## src/rtl/redmule_cfg.svh

```systemverilog
/*
 * RedMulE configuration
 * Array size, element width, FIFO depths and tile count width
 */

`ifndef REDMULE_CFG_SVH
`define REDMULE_CFG_SVH

// Number of PEs, also the lane count of X, Y and Z vectors
`define ARRAY_WIDTH 4

// Beats per tile (K dimension)
`define ARRAY_HEIGHT 4

`define ELEM_BITS 16

`define IN_FIFO_DEPTH 4
`define Z_FIFO_DEPTH 2

`define TILE_CNT_BITS 8

`endif

```

## src/rtl/redmule_pkg.sv

```systemverilog
/*
 * RedMulE package
 * Element, vector and counter types shared by the vector engine
 */

`default_nettype none

`include "redmule_cfg.svh"

package redmule_pkg;

  // Width of the beat index, at least one bit
  localparam int unsigned BEAT_BITS = (`ARRAY_HEIGHT > 1) ? $clog2(`ARRAY_HEIGHT) : 1;

  // One signed element, arithmetic wraps at ELEM_BITS
  typedef logic signed [`ELEM_BITS-1:0] elem_t;

  // One element per PE lane
  typedef elem_t [`ARRAY_WIDTH-1:0] vec_t;

  typedef logic [`TILE_CNT_BITS-1:0] tile_cnt_t;

  typedef logic [BEAT_BITS-1:0] beat_cnt_t;

endpackage

`default_nettype wire

```

## src/rtl/redmule_pe.sv

```systemverilog
/*
 * RedMulE processing element
 * One wrapping multiply-accumulate lane, loaded with the bias on the first beat
 */

`default_nettype none

module redmule_pe (
  input  wire                clk_i,
  input  wire                rst_i,
  input  wire                op_valid_i,
  input  wire                op_first_i,
  input  wire                op_last_i,
  input  redmule_pkg::elem_t x_i,
  input  redmule_pkg::elem_t w_i,
  input  redmule_pkg::elem_t bias_i,
  output logic               res_valid_o,
  output redmule_pkg::elem_t res_o
);

  redmule_pkg::elem_t prod;
  redmule_pkg::elem_t acc_q;
  logic               res_valid_q;

  // Product truncated to element width
  assign prod = redmule_pkg::elem_t'(x_i * w_i);

  always_ff @(posedge clk_i) begin
    if (rst_i) begin
      acc_q       <= '0;
      res_valid_q <= 1'b0;
    end else begin
      res_valid_q <= op_valid_i & op_last_i;
      if (op_valid_i) begin
        if (op_first_i) begin
          acc_q <= bias_i + prod;
        end else begin
          acc_q <= acc_q + prod;
        end
      end
    end
  end

  // Final sum is held in the accumulator until the next tile starts
  assign res_valid_o = res_valid_q;
  assign res_o       = acc_q;

endmodule

`default_nettype wire

```

## src/rtl/redmule_scheduler.sv

```systemverilog
/*
 * RedMulE scheduler
 * Joins the X, W and Y streams into PE beats, counts beats and tiles,
 * and tracks job progress for busy and done
 */

`default_nettype none

`include "redmule_cfg.svh"

module redmule_scheduler (
  input  wire                   clk_i,
  input  wire                   rst_i,
  input  wire                   start_i,
  input  redmule_pkg::tile_cnt_t n_tiles_i,
  input  wire                   x_valid_i,
  input  redmule_pkg::vec_t     x_data_i,
  output logic                  x_ready_o,
  input  wire                   w_valid_i,
  input  redmule_pkg::elem_t    w_data_i,
  output logic                  w_ready_o,
  input  wire                   y_valid_i,
  input  redmule_pkg::vec_t     y_data_i,
  output logic                  y_ready_o,
  input  wire                   space_i,
  input  wire                   z_push_i,
  output logic                  op_valid_o,
  output logic                  op_first_o,
  output logic                  op_last_o,
  output redmule_pkg::vec_t     op_x_o,
  output redmule_pkg::elem_t    op_w_o,
  output redmule_pkg::vec_t     op_y_o,
  output logic                  busy_o,
  output logic                  done_o
);

  redmule_pkg::beat_cnt_t beat_q;
  redmule_pkg::tile_cnt_t n_tiles_q;
  redmule_pkg::tile_cnt_t issued_q;
  redmule_pkg::tile_cnt_t pushed_q;
  logic                   busy_q;
  logic                   done_q;
  logic                   tiles_left;
  logic                   fire;

  assign op_first_o = (beat_q == '0);
  assign op_last_o  = (beat_q == redmule_pkg::beat_cnt_t'(`ARRAY_HEIGHT - 1));
  assign tiles_left = busy_q & (issued_q != n_tiles_q);

  // Y bias is only needed on the first beat of a tile
  assign fire = tiles_left & x_valid_i & w_valid_i & space_i &
                (~op_first_o | y_valid_i);

  assign x_ready_o = fire;
  assign w_ready_o = fire;
  assign y_ready_o = fire & op_first_o;

  // Operands go straight from the FIFO heads to the PE array
  assign op_valid_o = fire;
  assign op_x_o     = x_data_i;
  assign op_w_o     = w_data_i;
  assign op_y_o     = y_data_i;

  assign busy_o = busy_q;
  assign done_o = done_q;

  always_ff @(posedge clk_i) begin
    if (rst_i) begin
      beat_q    <= '0;
      n_tiles_q <= '0;
      issued_q  <= '0;
      pushed_q  <= '0;
      busy_q    <= 1'b0;
      done_q    <= 1'b0;
    end else begin
      done_q <= 1'b0;
      if (start_i && !busy_q) begin
        // New job, a start while busy is ignored
        busy_q    <= 1'b1;
        n_tiles_q <= n_tiles_i;
        issued_q  <= '0;
        pushed_q  <= '0;
        beat_q    <= '0;
      end else if (busy_q) begin
        if (fire) begin
          if (op_last_o) begin
            beat_q   <= '0;
            issued_q <= issued_q + 1'b1;
          end else begin
            beat_q <= beat_q + 1'b1;
          end
        end
        if (z_push_i) begin
          pushed_q <= pushed_q + 1'b1;
          // Last tile has left the Z buffer
          if (redmule_pkg::tile_cnt_t'(pushed_q + 1'b1) == n_tiles_q) begin
            busy_q <= 1'b0;
            done_q <= 1'b1;
          end
        end
      end
    end
  end

  a_start_nonzero: assert property (@(posedge clk_i) disable iff (rst_i)
    start_i && !busy_q |-> n_tiles_i != '0)
    else $error("Job started with a zero tile count");

endmodule

`default_nettype wire

```

## src/rtl/redmule_stream_fifo.sv

```systemverilog
/*
 * RedMulE stream FIFO
 * Circular buffer between two valid/ready streams, any payload type
 */

`default_nettype none

module redmule_stream_fifo #(
  parameter type         payload_t = logic,
  parameter int unsigned DEPTH     = 4
) (
  input  wire      clk_i,
  input  wire      rst_i,
  input  wire      push_valid_i,
  output logic     push_ready_o,
  input  payload_t push_data_i,
  output logic     pop_valid_o,
  input  wire      pop_ready_i,
  output payload_t pop_data_o
);

  localparam int unsigned PTR_BITS = (DEPTH > 1) ? $clog2(DEPTH) : 1;
  localparam int unsigned CNT_BITS = $clog2(DEPTH + 1);

  payload_t            mem_q [DEPTH];
  logic [PTR_BITS-1:0] wr_ptr_q;
  logic [PTR_BITS-1:0] rd_ptr_q;
  logic [CNT_BITS-1:0] count_q;
  logic                push;
  logic                pop;

  assign push_ready_o = (count_q != CNT_BITS'(DEPTH));
  assign pop_valid_o  = (count_q != '0);
  assign pop_data_o   = mem_q[rd_ptr_q];

  assign push = push_valid_i & push_ready_o;
  assign pop  = pop_valid_o & pop_ready_i;

  // Storage has no reset, only the pointers do
  always_ff @(posedge clk_i) begin
    if (push) begin
      mem_q[wr_ptr_q] <= push_data_i;
    end
  end

  always_ff @(posedge clk_i) begin
    if (rst_i) begin
      wr_ptr_q <= '0;
      rd_ptr_q <= '0;
      count_q  <= '0;
    end else begin
      if (push) begin
        wr_ptr_q <= (wr_ptr_q == PTR_BITS'(DEPTH - 1)) ? '0 : wr_ptr_q + 1'b1;
      end
      if (pop) begin
        rd_ptr_q <= (rd_ptr_q == PTR_BITS'(DEPTH - 1)) ? '0 : rd_ptr_q + 1'b1;
      end
      if (push && !pop) begin
        count_q <= count_q + 1'b1;
      end else if (pop && !push) begin
        count_q <= count_q - 1'b1;
      end
    end
  end

  // Pointers meet only when the buffer is empty or full
  a_no_overflow: assert property (@(posedge clk_i) disable iff (rst_i)
    count_q <= CNT_BITS'(DEPTH) &&
    ((wr_ptr_q == rd_ptr_q) == (count_q == '0 || count_q == CNT_BITS'(DEPTH))))
    else $error("FIFO occupancy and pointers disagree");

  // A stalled head entry must not change under the consumer
  a_pop_stable: assert property (@(posedge clk_i) disable iff (rst_i)
    pop_valid_o && !pop_ready_i |=> pop_valid_o && $stable(pop_data_o))
    else $error("FIFO pop data changed while stalled");

endmodule

`default_nettype wire

```

## src/rtl/redmule_top.sv

```systemverilog
/*
 * RedMulE top level
 * Input FIFOs, scheduler, PE array and Z buffer of the integer vector engine
 */

`default_nettype none

`include "redmule_cfg.svh"

module redmule_top (
  input  wire                    clk_i,
  input  wire                    rst_i,
  input  wire                    start_i,
  input  redmule_pkg::tile_cnt_t n_tiles_i,
  output logic                   busy_o,
  output logic                   done_o,
  input  wire                    x_valid_i,
  output logic                   x_ready_o,
  input  redmule_pkg::vec_t      x_data_i,
  input  wire                    w_valid_i,
  output logic                   w_ready_o,
  input  redmule_pkg::elem_t     w_data_i,
  input  wire                    y_valid_i,
  output logic                   y_ready_o,
  input  redmule_pkg::vec_t      y_data_i,
  output logic                   z_valid_o,
  input  wire                    z_ready_i,
  output redmule_pkg::vec_t      z_data_o
);

  // FIFO heads towards the scheduler
  logic               x_fifo_valid, x_fifo_ready;
  logic               w_fifo_valid, w_fifo_ready;
  logic               y_fifo_valid, y_fifo_ready;
  redmule_pkg::vec_t  x_fifo_data;
  redmule_pkg::elem_t w_fifo_data;
  redmule_pkg::vec_t  y_fifo_data;

  // Broadcast operands
  logic               op_valid, op_first, op_last;
  redmule_pkg::vec_t  op_x;
  redmule_pkg::elem_t op_w;
  redmule_pkg::vec_t  op_y;

  // PE results and Z path
  logic [`ARRAY_WIDTH-1:0] res_valid;
  redmule_pkg::vec_t       res;
  logic                    space;
  logic                    z_push;
  logic                    zbuf_valid, zbuf_ready;
  redmule_pkg::vec_t       zbuf_data;

  redmule_stream_fifo #(
    .payload_t ( redmule_pkg::vec_t ),
    .DEPTH     ( `IN_FIFO_DEPTH     )
  ) i_x_fifo (
    .clk_i        ( clk_i        ),
    .rst_i        ( rst_i        ),
    .push_valid_i ( x_valid_i    ),
    .push_ready_o ( x_ready_o    ),
    .push_data_i  ( x_data_i     ),
    .pop_valid_o  ( x_fifo_valid ),
    .pop_ready_i  ( x_fifo_ready ),
    .pop_data_o   ( x_fifo_data  )
  );

  redmule_stream_fifo #(
    .payload_t ( redmule_pkg::elem_t ),
    .DEPTH     ( `IN_FIFO_DEPTH      )
  ) i_w_fifo (
    .clk_i        ( clk_i        ),
    .rst_i        ( rst_i        ),
    .push_valid_i ( w_valid_i    ),
    .push_ready_o ( w_ready_o    ),
    .push_data_i  ( w_data_i     ),
    .pop_valid_o  ( w_fifo_valid ),
    .pop_ready_i  ( w_fifo_ready ),
    .pop_data_o   ( w_fifo_data  )
  );

  redmule_stream_fifo #(
    .payload_t ( redmule_pkg::vec_t ),
    .DEPTH     ( `IN_FIFO_DEPTH     )
  ) i_y_fifo (
    .clk_i        ( clk_i        ),
    .rst_i        ( rst_i        ),
    .push_valid_i ( y_valid_i    ),
    .push_ready_o ( y_ready_o    ),
    .push_data_i  ( y_data_i     ),
    .pop_valid_o  ( y_fifo_valid ),
    .pop_ready_i  ( y_fifo_ready ),
    .pop_data_o   ( y_fifo_data  )
  );

  redmule_scheduler i_scheduler (
    .clk_i      ( clk_i        ),
    .rst_i      ( rst_i        ),
    .start_i    ( start_i      ),
    .n_tiles_i  ( n_tiles_i    ),
    .x_valid_i  ( x_fifo_valid ),
    .x_data_i   ( x_fifo_data  ),
    .x_ready_o  ( x_fifo_ready ),
    .w_valid_i  ( w_fifo_valid ),
    .w_data_i   ( w_fifo_data  ),
    .w_ready_o  ( w_fifo_ready ),
    .y_valid_i  ( y_fifo_valid ),
    .y_data_i   ( y_fifo_data  ),
    .y_ready_o  ( y_fifo_ready ),
    .space_i    ( space        ),
    .z_push_i   ( z_push       ),
    .op_valid_o ( op_valid     ),
    .op_first_o ( op_first     ),
    .op_last_o  ( op_last      ),
    .op_x_o     ( op_x         ),
    .op_w_o     ( op_w         ),
    .op_y_o     ( op_y         ),
    .busy_o     ( busy_o       ),
    .done_o     ( done_o       )
  );

  // One PE per lane, W is shared by all of them
  for (genvar i = 0; i < `ARRAY_WIDTH; i++) begin : gen_pe
    redmule_pe i_pe (
      .clk_i       ( clk_i        ),
      .rst_i       ( rst_i        ),
      .op_valid_i  ( op_valid     ),
      .op_first_i  ( op_first     ),
      .op_last_i   ( op_last      ),
      .x_i         ( op_x[i]      ),
      .w_i         ( op_w         ),
      .bias_i      ( op_y[i]      ),
      .res_valid_o ( res_valid[i] ),
      .res_o       ( res[i]       )
    );
  end

  redmule_z_buffer i_z_buffer (
    .clk_i        ( clk_i      ),
    .rst_i        ( rst_i      ),
    .res_valid_i  ( res_valid  ),
    .res_i        ( res        ),
    .space_o      ( space      ),
    .push_valid_o ( zbuf_valid ),
    .push_ready_i ( zbuf_ready ),
    .push_data_o  ( zbuf_data  ),
    .z_push_o     ( z_push     )
  );

  redmule_stream_fifo #(
    .payload_t ( redmule_pkg::vec_t ),
    .DEPTH     ( `Z_FIFO_DEPTH      )
  ) i_z_fifo (
    .clk_i        ( clk_i      ),
    .rst_i        ( rst_i      ),
    .push_valid_i ( zbuf_valid ),
    .push_ready_o ( zbuf_ready ),
    .push_data_i  ( zbuf_data  ),
    .pop_valid_o  ( z_valid_o  ),
    .pop_ready_i  ( z_ready_i  ),
    .pop_data_o   ( z_data_o   )
  );

endmodule

`default_nettype wire

```

## src/rtl/redmule_z_buffer.sv

```systemverilog
/*
 * RedMulE Z buffer
 * One-entry holding register between the PE array and the Z FIFO
 */

`default_nettype none

`include "redmule_cfg.svh"

module redmule_z_buffer (
  input  wire                     clk_i,
  input  wire                     rst_i,
  input  wire [`ARRAY_WIDTH-1:0]  res_valid_i,
  input  redmule_pkg::vec_t       res_i,
  output logic                    space_o,
  output logic                    push_valid_o,
  input  wire                     push_ready_i,
  output redmule_pkg::vec_t       push_data_o,
  output logic                    z_push_o
);

  redmule_pkg::vec_t data_q;
  logic              full_q;
  logic              capture;
  logic              push;

  // Capture once every lane has its result
  assign capture = &res_valid_i;
  assign push    = full_q & push_ready_i;

  // A result in flight from the PEs also claims the slot
  assign space_o = ~full_q & ~(|res_valid_i);

  assign push_valid_o = full_q;
  assign push_data_o  = data_q;
  assign z_push_o     = push;

  always_ff @(posedge clk_i) begin
    if (capture) begin
      data_q <= res_i;
    end
  end

  always_ff @(posedge clk_i) begin
    if (rst_i) begin
      full_q <= 1'b0;
    end else if (capture) begin
      full_q <= 1'b1;
    end else if (push) begin
      full_q <= 1'b0;
    end
  end

  a_lanes_aligned: assert property (@(posedge clk_i) disable iff (rst_i)
    (res_valid_i == '0) || (res_valid_i == '1))
    else $error("PE lanes finished out of step");

  a_no_capture_full: assert property (@(posedge clk_i) disable iff (rst_i)
    capture |-> !full_q)
    else $error("Z buffer captured a result while still holding one");

endmodule

`default_nettype wire

```

## config.mk

```make
export PLATFORM = sky130hd
export DESIGN_NAME = redmule_top
export DESIGN_NICKNAME = d
export VERILOG_FILES = /design/src/rtl/redmule_pkg.sv /design/src/rtl/redmule_pe.sv /design/src/rtl/redmule_scheduler.sv /design/src/rtl/redmule_stream_fifo.sv /design/src/rtl/redmule_top.sv /design/src/rtl/redmule_z_buffer.sv
export VERILOG_INCLUDE_DIRS = /design/src /design/src/rtl
export SDC_FILE = /design/constraint.sdc
export NUM_CORES = 2
export LEC_CHECK = 0
export ABC_AREA = 1
export BUFFER_PORTS_ARGS = -buffer_cell sky130_fd_sc_hd__buf_2
export CORE_ASPECT_RATIO = 2
export CORE_MARGIN = 1
export CORE_UTILIZATION = 40
export DETAILED_ROUTE_END_ITERATION = 7
export PLACE_DENSITY = 0.68
export SLEW_MARGIN = 20
export SYNTH_ARGS = -nofsm -noshare
export SYNTH_HDL_FRONTEND = slang
export SYNTH_SLANG_ARGS = --single-unit
```

## constraint.sdc

```tcl
create_clock -name clk_i -period 6.9 [get_ports clk_i]
set_clock_uncertainty 0.2 [all_clocks]
set_input_delay 1.035 -clock clk_i [delete_from_list [all_inputs] [get_ports clk_i]]
set_output_delay 1.035 -clock clk_i [all_outputs]
set_load 0.05 [all_outputs]
```

* Word-level counts from Yosys, hierarchy flattened
Memories as Yosys holds them, arrays and structs flattened. A register that Yosys moved wholly into a read port is not among the register bits.
Index checks and enable logic that the tools add are counted.
** Storage, ports and cells
- Flip-flop bits (word level) :: 183
- Output and inout port bits :: 70
- Memories kept :: 4
- Memory bits (writable) :: 704
- Word-level logic and storage cells :: 175
** Memories
- i_x_fifo.mem_q :: words 4, width 64, read ports 1, clocked after memory_dff 1, write ports 1, line redmule_stream_fifo.sv:25 : payload_t mem_q [DEPTH];
- i_y_fifo.mem_q :: words 4, width 64, read ports 1, clocked after memory_dff 1, write ports 1, line redmule_stream_fifo.sv:25
- i_z_fifo.mem_q :: words 2, width 64, read ports 1, clocked after memory_dff 1, write ports 1, line redmule_stream_fifo.sv:25
- i_w_fifo.mem_q :: words 4, width 16, read ports 1, clocked after memory_dff 1, write ports 1, line redmule_stream_fifo.sv:25
** Cells by class
- Bitwise logic cells :: 22
- Eq/ne operators :: 13
- Multiplexer cells :: 44
- Multipliers :: 4
- Reduce and logical (&&, ||, !) cells :: 33
- Add/sub/neg operators :: 27
** Operator list (number)
- $add A16 B16 Y16 :: 8
- $mul A16 B16 Y16 :: 4
- $mux W16 :: 4
- $mux W2 :: 15
- $mux W1 :: 19
- $mux W3 :: 6
- $add A2 B1 Y2 const B :: 8
- $add A8 B1 Y8 const B :: 2
- $and A1 B1 Y1 :: 16
- $eq A2 B2 Y1 const B :: 7
- $reduce_bool A2 Y1 :: 6
- $add A3 B1 Y3 const B :: 3
- $logic_and A1 B1 Y1 :: 9
- $logic_not A1 Y1 :: 9
- $ne A3 B3 Y1 const B :: 3
- $reduce_bool A3 Y1 :: 3
- $sub A3 B1 Y3 const B :: 3
- $eq A8 B8 Y1 :: 1
- $ne A8 B8 Y1 :: 1
- $not A1 Y1 :: 5
- $reduce_and A2 Y1 :: 2
- $reduce_or A4 Y1 :: 1
- $reduce_and A3 Y1 :: 1
- $add A1 B1 Y1 const B :: 2
- 5 further kinds :: 5

* Logic depth before layout (Yosys ltp)
- Depth after elaboration :: 11
- Depth in mapped cells :: 49
- Mapped depth without buffers :: 44

* Cells and area by module
Synthesis repeated with hierarchy kept, for this count alone.
** Unflattened totals
- Cells, all modules :: 5910
- Area, all modules :: 57124.8 um^2
** Modules (own cells, without submodules)
- redmule_stream_fifo at i_x_fifo ... :: area an instance 9989.6 um^2, times used 2, sequential area each 7867.5 um^2, cells each 688
- redmule_pe at gen_pe[3].i_pe :: area an instance 6112.1 um^2, times used 1, sequential area each 340.3 um^2, cells each 906
- redmule_pe at gen_pe[0].i_pe :: area an instance 6095.8 um^2, times used 1, sequential area each 340.3 um^2, cells each 908
- redmule_pe at gen_pe[1].i_pe :: area an instance 6080.8 um^2, times used 1, sequential area each 340.3 um^2, cells each 903
- redmule_pe at gen_pe[2].i_pe :: area an instance 6030.8 um^2, times used 1, sequential area each 340.3 um^2, cells each 880
- redmule_stream_fifo at i_z_fifo :: area an instance 5159.9 um^2, times used 1, sequential area each 3943.8 um^2, cells each 236
- redmule_stream_fifo at i_w_fifo :: area an instance 2851.5 um^2, times used 1, sequential area each 2102.0 um^2, cells each 223
- redmule_scheduler :: area an instance 2820.2 um^2, times used 1, sequential area each 560.5 um^2, cells each 401
- redmule_z_buffer :: area an instance 1994.4 um^2, times used 1, sequential area each 1941.9 um^2, cells each 77

* Least setup slack after synthesis
OpenSTA, ideal clock, no wires.
- Path type :: register to register
- Start :: reg with a tool-made name
- End :: reg gen_pe[1].i_pe.acc_q[15]
- Path slack :: -0.318 ns
- Cell stages (with the launch flop) :: 41
- Library setup time :: 0.109 ns
- Data required time :: 6.591 ns
- Arrival :: 6.909 ns
- Cells stage by stage :: dfxtp_1 > buf_6 > inv_2 > buf_6 > nand2_1 > nand3_1 > and2_1 > buf_2 > buf_2 > clkinv_1 > clkbuf_1 > nor2_1 > fa_1 > inv_1 > fa_1 > fa_1 > fa_1 > inv_1 > [... 5 more ...] > nand2_1 > nand2_1 > a21oi_1 > o21ai_0 > xor2_1 > ha_1 > nand2_1 > nor2_1 > a211oi_1 > inv_1 > a221oi_1 > nand3_1 > nand2_1 > inv_1 > nand3_1 > nand3_1 > nand2_1 > inv_1
** RTL lines
- end signal, assigned :: line redmule_pe.sv:36 : acc_q <= bias_i + prod;
- end signal, assigned :: line redmule_pe.sv:38 : acc_q <= acc_q + prod;
- end, declared :: line redmule_pe.sv:22 : redmule_pkg::elem_t acc_q;

==> results.cfg <==
[setup_path]
crit_buf_inv = 10
cp-end-kind = flop
cp_max_fo = 21
crit_slowest_cell = fa_2
cp-start-kind = flop
critical_path.endpoint = gen_pe[3].i_pe.res_o[15]
critPathKind = reg -> reg
critPathTopFamily = adder cells
r2r_cells = 30
reg2reg_slack_ps = -110
cp_common_cell = inv_1
worstPathRequired_ps = 7280
r2r_end = gen_pe[3].i_pe.res_o[15]
path_depth = 30
slowest_delay_ps = 570
worstPathArrival_ps = 7390

[sta]
finalSetupViolCount = 5
hold_viol_final = 0
max_freq_mhz = 142.6
max_slew.worst_pin.slew_ps = 1051
fin_crit_sh_pct = 101.6
slew_headroom_pct = 29.92
timing.setup.tns_ps = -316.0
fin_ws_ps = -110.6
finalCriticalPeriod_ps = 7011
rsz0062_at_grt = yes
finalMaxSlewViolations = 0

[global_route]
antenna_found_initial = 32
grtUsageTotal_pct = 22.28
grt_pass1_wl_um = 225900
grt_max_degree = 74
grt_pass1_vias = 39439
overflow = 0

[synth]
syn_inst = 5303
syn_area_mm2 = 0.05350
syn_area_per_cell_um2 = 10.09
seq_area_frac_synth_pct = 47.82
async_reset_ff_share_pct = 0
synth-main-ff-cell = edfxtp_1
synth_seq_cells = 894
synth-edff-count = 768
ys_types = 53
yosysWarnings = 0
synth.net_count = 6116

[final_layout]
multi_input_comb_area_mm2 = 0.02454
layout.nets = 6737
final_common_cell = nand2_1
final_util_pct = 48.27
drive_above_1_share_pct = 19.28
final_area_mm2 = 0.06403
seq_area_mm2 = 0.02560
mostFrequentLayoutCells = 854 x nand2_1, 827 x inv_1, 768 x edfxtp_1
fillerInstances = 11966
area_delta_synth_final_pct = 19.69

[drt]
post_drt_wl_per_cell_um = 19.69
vias_per_cell = 5.035
dr.pass1.iters = 7
first_iter_violations = 2355
routed_wl_um = 152100
vias = 38904
drc = 155
ant_nets = 0

[floorplanning]
start_util_pct = 40.33
dieArea_mm2 = 0.1353
rows = 189
io-pin-count = 229
core_area_mm2 = 0.1327
chipWidth_um = 260.6
die_h_um = 519.2

[clock_network]
htreeDepth = 3
numCtsBuffers = 77
clock_latency_ps = 710
cts_hold_buf = 0
cts.path.max_buffers = 3
root_buffer = clkbuf_16
clkSinkCount = 894
cts_tree = built
path_clk_slew_ps = 70

[place]
finalWeightedCongestion = 1.011
portBuffers = 228
dpl_cell_area_mm2 = 0.06006
hpwl_um = 116400

[flow_run]
drv_cap = 0

[run_status]
failed_checks = DRC, setup timing
status = complete, but fails checks

[min_path]
hp-class = reg -> reg
## sequential cells by signal, summed over array words and instances (netlist names), 2 cells and up, named ones only
| signal | count |
|---|---|
| gen_pe.i_pe.res_o | 64 |
| i_scheduler.beat_q | 2 |
| i_scheduler.issued_q | 8 |
| i_scheduler.n_tiles_q | 8 |
| i_scheduler.pushed_q | 8 |
| i_w_fifo.count_q | 3 |
| i_w_fifo.mem_q | 64 |
| i_w_fifo.rd_ptr_q | 2 |
| i_w_fifo.wr_ptr_q | 2 |
| i_x_fifo.count_q | 3 |
| i_x_fifo.mem_q | 256 |
| i_x_fifo.rd_ptr_q | 2 |
| i_x_fifo.wr_ptr_q | 2 |
| i_y_fifo.count_q | 3 |
| i_y_fifo.mem_q | 256 |
| i_y_fifo.rd_ptr_q | 2 |
| i_y_fifo.wr_ptr_q | 2 |
| i_z_buffer.push_data_o | 64 |
| i_z_fifo.count_q | 2 |
| i_z_fifo.mem_q | 128 |
## how the worst min path moves through the flow
stage | end | from | cells after the start
finish | i_z_buffer.push_data_o[20] | gen_pe[1].i_pe.res_o[4] | 0
global route | i_z_fifo.mem_q[1][24] | i_z_buffer.push_data_o[24] | 0
CTS | i_z_buffer.push_data_o[20] | gen_pe[1].i_pe.res_o[4] | 0
detailed placement | i_z_buffer.push_data_o[20] | gen_pe[1].i_pe.res_o[4] | 0
global placement | i_z_buffer.push_data_o[19] | gen_pe[1].i_pe.res_o[3] | 0
floorplan | i_z_buffer.push_data_o[0] | gen_pe[0].i_pe.res_o[0] | 0
## Yosys cell counts (all sizes together), types with 2 or more instances
master  count  area, um2
inv       869       3262
ha        331       4141
edfxtp    768      23060
nand3b     12      90.09
nor2      657       2474
xor2       98      858.3
nor3       14      70.07
o211a       2      20.02
dfxtp     126       2522
a211oi      8      60.06
and2        4      25.02
o21ai     312       1562
o22ai      22      137.6
or2         4      25.03
a21boi      5      37.54
mux2       67      754.5
clkinv      3      11.26
o21a        2      15.01
fa        323       6466
buf        77      494.2
nand4       8      50.05
nand2     900       3428
xnor2      66      578.1
o211ai     11      82.58
o21bai     16      123.9
nand3     183      928.4
a32oi      20      280.3
a21o        3      22.52
a21oi     204       1025
a31oi      54      337.8
clkbuf    122      459.2
nor4        5      31.28
## routing by layer
metal | track usage [%] | vias up | wire length [um]
li1 | - | 18483 | -
met1 | 23.01 | 18931 | 53100
met2 | 40.91 | 1060 | 80590
met3 | 3.305 | 396 | 7148
met4 | 15.07 | 34 | 11060
met5 | 0 | - | 217
## metrics by stage
step | cells | hold slack, ps | setup WS [ps]
floorplan | 5303 | 208.2 | -21.18
global placement | 7530 | 217.0 | -260.8
detailed placement | 7530 | 218.7 | -337.6
CTS | 7683 | 235.5 | -32.84
global route | 7715 | 257.4 | -483.1
finish | 7727 | 235.1 | -110.6
## area by class of cell
type | instances | area share [%]
inverters | 872 | 5.165
clock buffers | 102 | 3.334
clock inverters | 39 | 0.6761
diodes | 22 | 0.08598
repair buffers | 741 | 9.067
flip-flops and latches | 894 | 39.98
multi-input cells | 3338 | 38.33
well taps | 1719 | 3.359
## kinds of logic (layout without fill, tap and decap cells)
family	after synthesis	after routing	share of synthesized area (%)
compound gates	664	664	7.016
xor+xnor	164	164	2.685
buf+inv	1071	1754	7.900
fa+ha+maj	654	654	19.83
simple gates	1789	1789	13.34
mux	67	67	1.410
flops	894	894	47.82
other cells	0	22	0
## what timing repair did
item,in CTS,in global routing
gates resized for setup,67,182
buffers inserted,11,15
endpoints found under the setup margin,14,22
cloned,1,7
pin swaps,11,61
Power is left out: the tool's default activity adds up to more than one toggle a clock period on the data nets, which glitch-free logic cannot reach.
